==> config.mk <==
export PLATFORM = sky130hd
export DESIGN_NAME = farm_monitor_top
export DESIGN_NICKNAME = d
export VERILOG_FILES = /design/src/design/farm_link_pkg.sv /design/src/design/farm_status_pkg.sv /design/src/design/farm_monitor_top.sv /design/src/design/harvest_decision.sv /design/src/design/sensor_packet_parser.sv /design/src/design/uart_rx.sv /design/src/design/uart_tx.sv
export SDC_FILE = /design/constraint.sdc
export NUM_CORES = 1
export LEC_CHECK = 0
export ABC_AREA = 0
export BUFFER_PORTS_ARGS = -buffer_cell sky130_fd_sc_hd__buf_4
export CORE_MARGIN = 3
export CORE_UTILIZATION = 65
export DETAILED_ROUTE_END_ITERATION = 12
export PLACE_DENSITY = 0.83
export SLEW_MARGIN = 20
export SYNTH_ARGS = -nofsm -noshare
export SYNTH_HDL_FRONTEND = slang
export SYNTH_SLANG_ARGS = --single-unit
==> constraint.sdc <==
create_clock -name clk -period 4.1 [get_ports clk]
set_input_delay 0 -clock clk [delete_from_list [all_inputs] [get_ports clk]]
set_output_delay 0 -clock clk [all_outputs]
set_load 0.005 [all_outputs]
==> src/design/farm_link_pkg.sv <==
// Serial link format shared by the UART blocks and the packet parser; referenced by scoped name
package farm_link_pkg;

  // ==============================
  // Byte and packet framing
  // ==============================
  typedef logic [7:0] byte_t;                // One UART data byte

  localparam byte_t pkt_header = 8'hAA;      // Start of every packet
  localparam int pkt_payload_len = 6;        // Temp, humidity, light, soil, faults, actuator
  localparam byte_t ack_byte = 8'h55;        // Returned once per accepted packet

  // Parser position within a packet, in wire order
  typedef enum logic [2:0] {
    fld_header   = 3'd0,
    fld_temp     = 3'd1,
    fld_humidity = 3'd2,
    fld_light    = 3'd3,
    fld_soil     = 3'd4,
    fld_faults   = 3'd5,
    fld_actuator = 3'd6,                     // Checksum only, never stored
    fld_checksum = 3'd7
  } pkt_field_t;

endpackage

==> src/design/farm_status_pkg.sv <==
// Farm status encodings for the decision logic and the testbench; referenced by scoped name
package farm_status_pkg;

  // ==============================
  // Sensor and fault values
  // ==============================
  typedef logic [1:0] sensor_level_t;        // Low two bits of a payload byte
  localparam sensor_level_t sensor_optimal = 2'd2;

  typedef logic [7:0] fault_t;               // One flag per fault source

  // ==============================
  // Alert levels and LEDs
  // ==============================
  typedef enum logic [2:0] {
    alert_idle       = 3'd0,                 // No packet seen yet
    alert_suboptimal = 3'd2,
    alert_harvest    = 3'd6,
    alert_critical   = 3'd7                  // Any fault flag set
  } alert_t;

  localparam int led_count = 4;

  localparam int led_optimal = 0;            // All sensors optimal
  localparam int led_fault   = 1;            // Any fault
  localparam int led_pkt_ok  = 2;            // Good packet pulse
  localparam int led_pkt_err = 3;            // Bad checksum pulse

endpackage

==> src/design/farm_monitor_top.sv <==
// Field monitor top level; connects the UART receiver, packet parser, decision block and ACK sender
`timescale 1ns/1ps

module farm_monitor_top #(
  parameter int clks_per_bit = 868   // 100 MHz at 115200 baud
) (
  input  logic                                  clk,
  input  logic                                  rst_n,
  input  logic                                  rx,
  output logic                                  tx,
  output logic                                  harvest_alert,
  output farm_status_pkg::alert_t               alert_level,
  output logic                                  fault_detected,
  output logic [farm_status_pkg::led_count-1:0] status_leds
);

  farm_link_pkg::byte_t           rx_byte;
  logic                           rx_valid;
  farm_status_pkg::sensor_level_t temp, humidity, light, soil;
  farm_status_pkg::fault_t        faults;
  logic                           pkt_ok;
  logic                           pkt_err;

  // ==============================
  // Receive path
  // ==============================
  uart_rx #(.clks_per_bit(clks_per_bit)) u_uart_rx (
    .clk(clk), .rst_n(rst_n), .rx(rx),
    .rx_byte(rx_byte), .rx_valid(rx_valid)
  );

  sensor_packet_parser u_parser (
    .clk(clk), .rst_n(rst_n), .rx_byte(rx_byte), .rx_valid(rx_valid),
    .temp(temp), .humidity(humidity), .light(light), .soil(soil),
    .faults(faults), .pkt_ok(pkt_ok), .pkt_err(pkt_err)
  );

  harvest_decision u_decision (
    .clk(clk), .rst_n(rst_n),
    .temp(temp), .humidity(humidity), .light(light), .soil(soil),
    .faults(faults), .pkt_ok(pkt_ok), .pkt_err(pkt_err),
    .harvest_alert(harvest_alert), .alert_level(alert_level),
    .fault_detected(fault_detected), .status_leds(status_leds)
  );

  // ACK per good packet
  uart_tx #(.clks_per_bit(clks_per_bit)) u_uart_tx (
    .clk(clk), .rst_n(rst_n), .start(pkt_ok), .tx(tx)
  );

endmodule

==> src/design/harvest_decision.sv <==
// Harvest decision; registers the alert level, harvest flag, fault flag and status LEDs
`timescale 1ns/1ps

module harvest_decision (
  input  logic                                 clk,
  input  logic                                 rst_n,
  input  farm_status_pkg::sensor_level_t       temp,
  input  farm_status_pkg::sensor_level_t       humidity,
  input  farm_status_pkg::sensor_level_t       light,
  input  farm_status_pkg::sensor_level_t       soil,
  input  farm_status_pkg::fault_t              faults,
  input  logic                                 pkt_ok,
  input  logic                                 pkt_err,
  output logic                                 harvest_alert,
  output farm_status_pkg::alert_t              alert_level,
  output logic                                 fault_detected,
  output logic [farm_status_pkg::led_count-1:0] status_leds
);

  logic data_seen;               // Set by first good packet
  logic all_optimal;
  logic any_fault;
  logic ok_led;
  logic err_led;

  assign all_optimal = (temp     == farm_status_pkg::sensor_optimal) &&
                       (humidity == farm_status_pkg::sensor_optimal) &&
                       (light    == farm_status_pkg::sensor_optimal) &&
                       (soil     == farm_status_pkg::sensor_optimal);
  assign any_fault   = |faults;

  always_ff @(posedge clk or negedge rst_n) begin
    if (!rst_n) begin
      data_seen      <= 1'b0;
      harvest_alert  <= 1'b0;
      fault_detected <= 1'b0;
      alert_level    <= farm_status_pkg::alert_idle;
      ok_led         <= 1'b0;
      err_led        <= 1'b0;
    end else begin
      if (pkt_ok) data_seen <= 1'b1;
      harvest_alert  <= all_optimal;
      fault_detected <= any_fault;
      ok_led         <= pkt_ok;   // One-cycle blink
      err_led        <= pkt_err;
      // Priority: fault, then harvest, then suboptimal
      if (!(data_seen || pkt_ok)) alert_level <= farm_status_pkg::alert_idle;
      else if (any_fault)         alert_level <= farm_status_pkg::alert_critical;
      else if (all_optimal)       alert_level <= farm_status_pkg::alert_harvest;
      else                        alert_level <= farm_status_pkg::alert_suboptimal;
    end
  end

  // LED map
  assign status_leds[farm_status_pkg::led_optimal] = harvest_alert;
  assign status_leds[farm_status_pkg::led_fault]   = fault_detected;
  assign status_leds[farm_status_pkg::led_pkt_ok]  = ok_led;
  assign status_leds[farm_status_pkg::led_pkt_err] = err_led;

endmodule

==> src/design/sensor_packet_parser.sv <==
// Sensor packet framer; checks the checksum and holds the latest accepted sensor values
`timescale 1ns/1ps

module sensor_packet_parser (
  input  logic                           clk,
  input  logic                           rst_n,
  input  farm_link_pkg::byte_t           rx_byte,
  input  logic                           rx_valid,
  output farm_status_pkg::sensor_level_t temp,
  output farm_status_pkg::sensor_level_t humidity,
  output farm_status_pkg::sensor_level_t light,
  output farm_status_pkg::sensor_level_t soil,
  output farm_status_pkg::fault_t        faults,
  output logic                           pkt_ok,
  output logic                           pkt_err
);

  localparam int shadow_len = farm_link_pkg::pkt_payload_len - 1;  // Actuator byte not kept

  farm_link_pkg::pkt_field_t field;                  // Position of the next byte
  farm_link_pkg::byte_t      csum;                   // Running payload sum
  farm_link_pkg::byte_t      shadow [shadow_len];    // Payload of the packet in flight
  logic                      keep_byte;
  logic                      sum_match;

  assign keep_byte = (field >= farm_link_pkg::fld_temp) && (field <= farm_link_pkg::fld_faults);
  assign sum_match = (rx_byte == csum);

  // ==============================
  // Framing and commit
  // ==============================
  always_ff @(posedge clk or negedge rst_n) begin
    if (!rst_n) begin
      field    <= farm_link_pkg::fld_header;
      csum     <= '0;
      pkt_ok   <= 1'b0;
      pkt_err  <= 1'b0;
      temp     <= '0;
      humidity <= '0;
      light    <= '0;
      soil     <= '0;
      faults   <= '0;
    end else begin
      pkt_ok  <= 1'b0;           // Pulses by default
      pkt_err <= 1'b0;
      if (rx_valid) begin
        case (field)
          farm_link_pkg::fld_header: begin
            if (rx_byte == farm_link_pkg::pkt_header) begin  // Stray bytes dropped
              csum  <= '0;
              field <= farm_link_pkg::fld_temp;
            end
          end
          farm_link_pkg::fld_checksum: begin
            field <= farm_link_pkg::fld_header;
            if (sum_match) begin
              temp     <= shadow[0][1:0];
              humidity <= shadow[1][1:0];
              light    <= shadow[2][1:0];
              soil     <= shadow[3][1:0];
              faults   <= shadow[4];
              pkt_ok   <= 1'b1;
            end else begin
              pkt_err  <= 1'b1;  // Outputs keep the last good packet
            end
          end
          default: begin         // Payload bytes, actuator included
            csum  <= csum + rx_byte;
            field <= farm_link_pkg::pkt_field_t'(field + 3'd1);
          end
        endcase
      end
    end
  end

  // Shadow capture, slot = payload position
  always_ff @(posedge clk) begin
    if (rx_valid && keep_byte) shadow[3'(field) - 3'd1] <= rx_byte;
  end

endmodule

==> src/design/uart_rx.sv <==
// UART receiver, 8N1; turns the serial line into one-cycle byte pulses for the packet parser
`timescale 1ns/1ps

module uart_rx #(
  parameter int clks_per_bit = 868
) (
  input  logic                 clk,
  input  logic                 rst_n,
  input  logic                 rx,
  output farm_link_pkg::byte_t rx_byte,
  output logic                 rx_valid
);

  localparam int cnt_w = $clog2(clks_per_bit);
  localparam logic [cnt_w-1:0] bit_last = cnt_w'(clks_per_bit - 1);
  localparam logic [cnt_w-1:0] bit_half = cnt_w'((clks_per_bit - 1) / 2);

  typedef enum logic [1:0] {st_idle, st_start, st_data, st_stop} state_t;

  state_t               state;
  logic [cnt_w-1:0]     clk_count;
  logic [2:0]           bit_idx;
  logic                 rx_meta;   // First sync stage
  logic                 rx_s;      // Synchronized line
  farm_link_pkg::byte_t shift;     // Bits collected so far, LSB first
  logic                 sample_bit;
  logic                 stop_ok;

  // ==============================
  // Line synchronizer
  // ==============================
  always_ff @(posedge clk or negedge rst_n) begin
    if (!rst_n) begin
      rx_meta <= 1'b1;             // Line idles high
      rx_s    <= 1'b1;
    end else begin
      rx_meta <= rx;
      rx_s    <= rx_meta;
    end
  end

  assign sample_bit = (state == st_data) && (clk_count == bit_last);          // Bit centre
  assign stop_ok    = (state == st_stop) && (clk_count == bit_last) && rx_s;  // Framing good

  // ==============================
  // Bit timing FSM
  // ==============================
  always_ff @(posedge clk or negedge rst_n) begin
    if (!rst_n) begin
      state     <= st_idle;
      clk_count <= '0;
      bit_idx   <= '0;
      rx_valid  <= 1'b0;
    end else begin
      rx_valid <= stop_ok;         // Single-cycle pulse
      case (state)
        st_idle: begin
          clk_count <= '0;
          bit_idx   <= '0;
          if (!rx_s) state <= st_start;  // Falling edge of start bit
        end
        st_start: begin
          if (clk_count == bit_half) begin
            clk_count <= '0;
            state     <= rx_s ? st_idle : st_data;  // Glitch rejected here
          end else begin
            clk_count <= clk_count + 1'b1;
          end
        end
        st_data: begin
          if (sample_bit) begin
            clk_count <= '0;
            bit_idx   <= bit_idx + 3'd1;
            if (bit_idx == 3'd7) state <= st_stop;
          end else begin
            clk_count <= clk_count + 1'b1;
          end
        end
        st_stop: begin
          if (clk_count == bit_last) begin
            clk_count <= '0;
            state     <= st_idle;   // Low stop bit just drops the byte
          end else begin
            clk_count <= clk_count + 1'b1;
          end
        end
        default: state <= st_idle;
      endcase
    end
  end

  // Data path
  always_ff @(posedge clk) begin
    if (sample_bit) shift <= {rx_s, shift[7:1]};  // LSB arrives first
    if (stop_ok) rx_byte <= shift;
  end

endmodule

==> src/design/uart_tx.sv <==
// UART transmitter, 8N1; sends the fixed acknowledge byte each time start is seen while idle
`timescale 1ns/1ps

module uart_tx #(
  parameter int clks_per_bit = 868
) (
  input  logic clk,
  input  logic rst_n,
  input  logic start,
  output logic tx
);

  localparam int cnt_w = $clog2(clks_per_bit);
  localparam logic [cnt_w-1:0] bit_last = cnt_w'(clks_per_bit - 1);

  typedef enum logic [1:0] {st_idle, st_start, st_data, st_stop} state_t;

  state_t           state;
  logic [cnt_w-1:0] clk_count;
  logic [2:0]       bit_idx;
  logic             bit_done;

  assign bit_done = (clk_count == bit_last);  // End of current bit time

  always_ff @(posedge clk or negedge rst_n) begin
    if (!rst_n) begin
      state     <= st_idle;
      clk_count <= '0;
      bit_idx   <= '0;
      tx        <= 1'b1;         // Idle high
    end else begin
      case (state)
        st_idle: begin
          clk_count <= '0;
          bit_idx   <= '0;
          tx        <= 1'b1;
          if (start) begin
            tx    <= 1'b0;       // Start bit on the very next cycle
            state <= st_start;
          end
        end
        st_start: begin
          if (bit_done) begin
            clk_count <= '0;
            tx        <= farm_link_pkg::ack_byte[0];
            state     <= st_data;
          end else begin
            clk_count <= clk_count + 1'b1;
          end
        end
        st_data: begin
          if (bit_done) begin
            clk_count <= '0;
            if (bit_idx == 3'd7) begin
              tx    <= 1'b1;     // Stop bit
              state <= st_stop;
            end else begin
              bit_idx <= bit_idx + 3'd1;
              tx      <= farm_link_pkg::ack_byte[bit_idx + 3'd1];
            end
          end else begin
            clk_count <= clk_count + 1'b1;
          end
        end
        st_stop: begin
          if (bit_done) begin
            clk_count <= '0;
            state     <= st_idle;  // Starts during a frame are dropped
          end else begin
            clk_count <= clk_count + 1'b1;
          end
        end
        default: state <= st_idle;
      endcase
    end
  end

endmodule

Word-level counts from Yosys, hierarchy flattened --
Memory sizes are Yosys's and may differ from the RTL's. A register that Yosys moved wholly into a read port is not among the register bits. Index checks and enable logic that the tools add are counted.
Operators by class: reduce and logical (&&, ||, !) cells 30, multiplexer cells 45, div/mod/pow operators 0, equality and inequality tests 30, bitwise logic cells 1, multiply operators 0, magnitude comparators 3, $add $sub $neg 7, shift operators 0
Operator list (number):
- two-way mux 10 bit | 4
- one-hot mux 10 bit (4 select lines) | 1
- two-way mux 2 bit | 11
- two-way mux 3 bit | 7
- adder 10 x 1 -> 10 bit, second input constant | 2
- == test 10 bit, second input constant | 2
- one-hot mux 10 bit (2 select lines) | 1
- one-hot mux 3 bit (2 select lines) | 3
- == test 2 bit, second input constant | 8
- one-hot mux 2 bit (4 select lines) | 2
- one-hot mux 8 bit (2 select lines) | 1
- inequality test 2 x 1 -> 1 bit, second input constant | 7
- two-way mux 1 bit | 13
- AND reduction 3 bit | 4
- == test 10 x 9 -> 1 bit, second input constant | 1
- inequality test 2 bit, second input constant | 5
- AND reduction 5 bit | 2
- adder 3 x 1 -> 3 bit, second input constant | 3
- == test 3 bit, second input constant | 3
- adder 8 bit | 1
- == test 8 bit | 1
- == test 8 bit, second input constant | 1
- logical AND 1 bit | 8
- two-way mux 8 bit | 1
- 16 further kinds | 24
Storage, ports and cells: memories kept 2, latch bits 0, input bits 3, RAM bits 40, flip-flop bits (word level) 71, memory bits (read-only) 8
Memory list:
- u_parser.shadow | depth 5, width 8, read ports 5, clocked after memory_dff 5, wr ports 1, RTL line sensor_packet_parser.sv:22 | farm_link_pkg::byte_t shadow [shadow_len];
- (no name shown) | depth 8, width 1, read ports 1, clocked after memory_dff 0, wr ports 0, RTL line uart_tx.sv:59 | tx <= farm_link_pkg::ack_byte[bit_idx + 3'd1];

Longest topological paths before layout --
depth in word-level cells 7, gate-level depth with buffers 8, gate-level depth less buffers 8

Hierarchy --
A second synthesis with hierarchy kept.
Unflattened totals: cell total of the unflattened synthesis 390, area total of the unflattened synthesis 4835.9 µm²
By module, submodules not included:
- sensor_packet_parser | area each 2197.1 µm², cells each 176, instances 1
- uart_rx | area each 1392.6 µm², cells each 102, instances 1
- uart_tx | area each 935.9 µm², cells each 89, instances 1
- harvest_decision | area each 310.3 µm², cells each 23, instances 1

Least setup slack after synthesis --
OpenSTA, ideal clock, no wires.
path type register -> register, start register u_uart_rx.rx_byte[5], end register u_parser.faults[2] (read register of u_parser.shadow), path slack 2.084 ns, library setup time 0.127 ns, data arrival time 1.889 ns, required time 3.973 ns, cell stages (with the launch flop) 7, clock period less this slack 2.016 ns, path through edfxtp_1 ha_1 nor4_4 nand3_2 nor2_4 buf_6 mux2_1
On the way: word-level cells in the longest chain between the ends 2
RTL lines:
- from (decl) | RTL line uart_rx.sv:10 | output farm_link_pkg::byte_t rx_byte,
- from (signal assigned) | RTL line uart_rx.sv:95 | if (stop_ok) rx_byte <= shift;
- == test 8 bit | RTL line sensor_packet_parser.sv:27 | assign sum_match = (rx_byte == csum);
- AND reduction 3 bit (no line)
- to (decl) | RTL line sensor_packet_parser.sv:13 | output farm_status_pkg::fault_t faults,
Every way passes these cells. A chain may end at the register's enable or synchronous reset.

Final worst setup path --
start register u_uart_rx.rx_byte[1], end register u_parser.temp[0] (read register of u_parser.shadow)
On the way: word-level cells in the longest chain between the ends 2
RTL lines:
- == test 8 bit | RTL line sensor_packet_parser.sv:27
- AND reduction 3 bit (no line)
- to (decl) | RTL line sensor_packet_parser.sv:9 | output farm_status_pkg::sensor_level_t temp,
Every way passes these cells.

==> results.toml <==
[outcome]
status = "finished clean"

[global_route]
grt_pass1_wl_mm = 13.3
overflow = 0
grt_max_degree = 72
antenna_found_initial = 0
first_global_vias = 2848
grt.total_usage_pct = 20.5

[clock_network]
clk_pin_slew_ns = 0.09
cts_buffer_depth = 2
clk_latency_ns = 0.36
cts_root_buf = "clkbuf_8"
cts_made_buffers = 9
post_cts_resized = 0
cts_setup_buffers = 0
cts_tree = "done"
h-tree-depth = 3
clkSinkCount = 103
cts_hold_buf = 2

[synthesis]
synth.area.mux_share_pct = 5.47
synth-edff-count = 32
syn_inst = 382
ys_ff_latch = 103
synth_fa_ha_area_share_pct = 6.87
synth_cell_types = 53
synth_flop_cell = "dfrtp_1"
synth.avg_cell_area_sq_um = 12.2
syn-cell-area_sq_um = 4660
synth_top_family_by_area = "simple AND/OR/NAND/NOR gates"
synthXorXnorAreaFrac_pct = 3.57
ys_seq_area_share_pct = 58.8
ys_async_sr_fraction_pct = 68.9
syn_nets = 410
synth_warnings = 0
synth_compound_area_share_pct = 7.05
synthSimpleGateAreaFrac_pct = 15.5

[power_and_ir_drop]
worst_ir_drop_vdd_mv = 0.269
cellPowerDensity_nw_per_um2 = 344
leakagePower_nw = 2.19

[hold_path]
hp-class = "in -> reg"

[setup_path]
path_max_fanout = 17
slowest_delay_ns = 0.48
cp-start-kind = "flip-flop"
critPathKind = "reg -> reg"
crit_chain = "ha_1, nor3_1, nand3_2, nor2_4, mux2_2"
cp_slowest_cell = "edfxtp_1"
cp.arrival_ns = 2.58
cp-end-kind = "flip-flop"
cp.required_ns = 4.35

[sta]
timing.setup.tns_ns = 0
fin_hold_ws_ns = 0.283
finalClockSkew_ns = 0.00813
relSlewSlack_pct = 42.2
drv_slew = 0
fmax_ghz = 0.430
finalHoldViolCount = 0
fin_crit_sh_pct = 56.7
setup_viol = 0
tightest_slew_ns = 0.867
grt_setup_unrepaired = "false"
fin_crit_ns = 2.33

[placement]
post-place-cells = 480
gp_congestion = 0.769
dpl.hpwl_mm = 5.32
placed_area_sq_um = 4810
io_buffer_count = 12

[die]
io_pins = 13
fp.coreArea_sq_um = 6870
dieArea_sq_um = 8230
fp-row-count = 30
die_height_um = 90.7
chipWidth_um = 90.7
initial_core_util_pct = 67.9

[finish]
drive_gt1_share_pct = 14.2
final_core_util_pct = 73.6
final_cell_mix = "68 x dfrtp_1, 40 x nor2_1, 32 x edfxtp_1"
final_cells = 498
fin_area_sq_um = 5050
fill_cells = 467
fin_nets = 425
syn_to_final_growth_pct = 8.37
multiInputGateArea_sq_um = 1800
register_area_sq_um = 2740
final_common_cell = "dfrtp_1"
diodes = 0

[routing]
drc = 0
post_drt_wl_per_cell_um = 15.4
dr_wl_met2_mm = 3.81
met1_length_mm = 3.38
wl_met3_um = 283
via_count = 2879
routed_wirelength_mm = 7.66
ant_nets = 0
drtIter0Drc = 127
viasPerCell = 5.78
firstDrtPassIters = 4
route.top_layer_used = "met4"

[job]
max_cap_violations = 0
cells by family after synthesis:
family | Yosys count
buffers and inverters | 28
XOR/XNOR | 19
adder cells (fa/ha/maj) | 25
AND/OR/NAND/NOR | 134
multiplexers | 22
AO/OA/AOI/OAI | 51
flip-flops | 103
stage by stage:
step                      power (mW)  setup slack, ns
after floorplan                 1.08             2.08
after global placement          1.09             1.86
after detailed placement        1.09             1.76
after CTS                       1.76             1.75
after global routing            1.80             1.64
final                           1.74             1.77
synth_stat cells, drive strengths merged, types with 3 or more instances:
cell    instances  area share (%)
dfrtp          68              36
nor2           41             3.5
edfxtp         32              21
nand2          25             2.0
ha             24             6.4
nand3          21             2.4
o21ai          19             2.0
inv            18             1.4
mux2           18             4.3
a21oi          12             1.3
xor2           10             1.9
xnor2           9             1.7
nor2b           7            0.94
buf             6            0.99
nand4           6            0.80
nor3b           5             1.0
clkbuf          4            0.32
mux2i           4             1.1
nand3b          4            0.72
nor3            4            0.43
a22o            3            0.64
dfstp           3             1.7
o22ai           3            0.40
or2             3            0.40
or3             3            0.40
or4             3            0.48
report_power, final:
part / internal, mW / switching, mW
clock: 0.337 / 0.329
sequential: 1.06 / 0.000742
combinational: 0.00265 / 0.0131
total: 1.39 / 0.343
critical path, delay by kind of cell, from the launching register on:
family | cells | cell delay [ns]
adders and majority gates | 1 | 0.37
DFF | 1 | 0.48
muxes | 1 | 0.40
and+or+nand+nor | 3 | 0.95
final cells by class:
cell class	instances	share of cell area, %
Multi-Input combinational cell	251	35.6
Inverter	18	1.34
Clock buffer	12	3.29
Sequential cell	103	54.2
Tap cell	96	2.38
Timing Repair Buffer	14	2.18
Clock inverter	4	0.990
path summary, 6_finish.rpt:
kind | startpoint | to | slack, ns | cells past startpoint
min in group asynchronous | rst_n | u_uart_tx.bit_idx[0]$_DFFE_PN0P_ | 0.29 | 2
min | rx | u_uart_rx.rx_meta$_DFF_PN1_ | 0.28 | 2
min reg2reg | u_parser.pkt_err$_DFF_PN0_ | u_decision.err_led$_DFF_PN0_ | 0.36 | 0
max | u_uart_rx.rx_byte[1]$_DFFE_PP_ | u_parser.temp[0]$_DFFE_PN0P_ | 1.77 | 5
max in group asynchronous | rst_n | u_uart_rx.clk_count[1]$_DFF_PN0_ | 3.25 | 2
max reg2reg | u_uart_rx.rx_byte[1]$_DFFE_PP_ | u_parser.temp[0]$_DFFE_PN0P_ | 1.77 | 5
metal layers:
| layer | vias to the layer above | track usage, % |
|---|---|---|
| met5 | - | 0 |
| met4 | 0 | 10.3 |
| met3 | 15 | 4.83 |
| met2 | 55 | 33.0 |
| met1 | 1432 | 26.0 |
| li1 | 1377 | - |
flip-flops by register name, indices dropped and copies added (netlist names), 8 cells and up, named ones only:
| name | count |
|---|---|
| u_uart_rx.clk_count | 10 |
| u_uart_rx.shift | 8 |
| u_parser.faults | 8 |
| u_uart_tx.clk_count | 10 |
| u_parser.shadow | 16 |
| u_uart_rx.rx_byte | 8 |
| u_parser.csum | 8 |
Power figures use the tool's default switching activity.
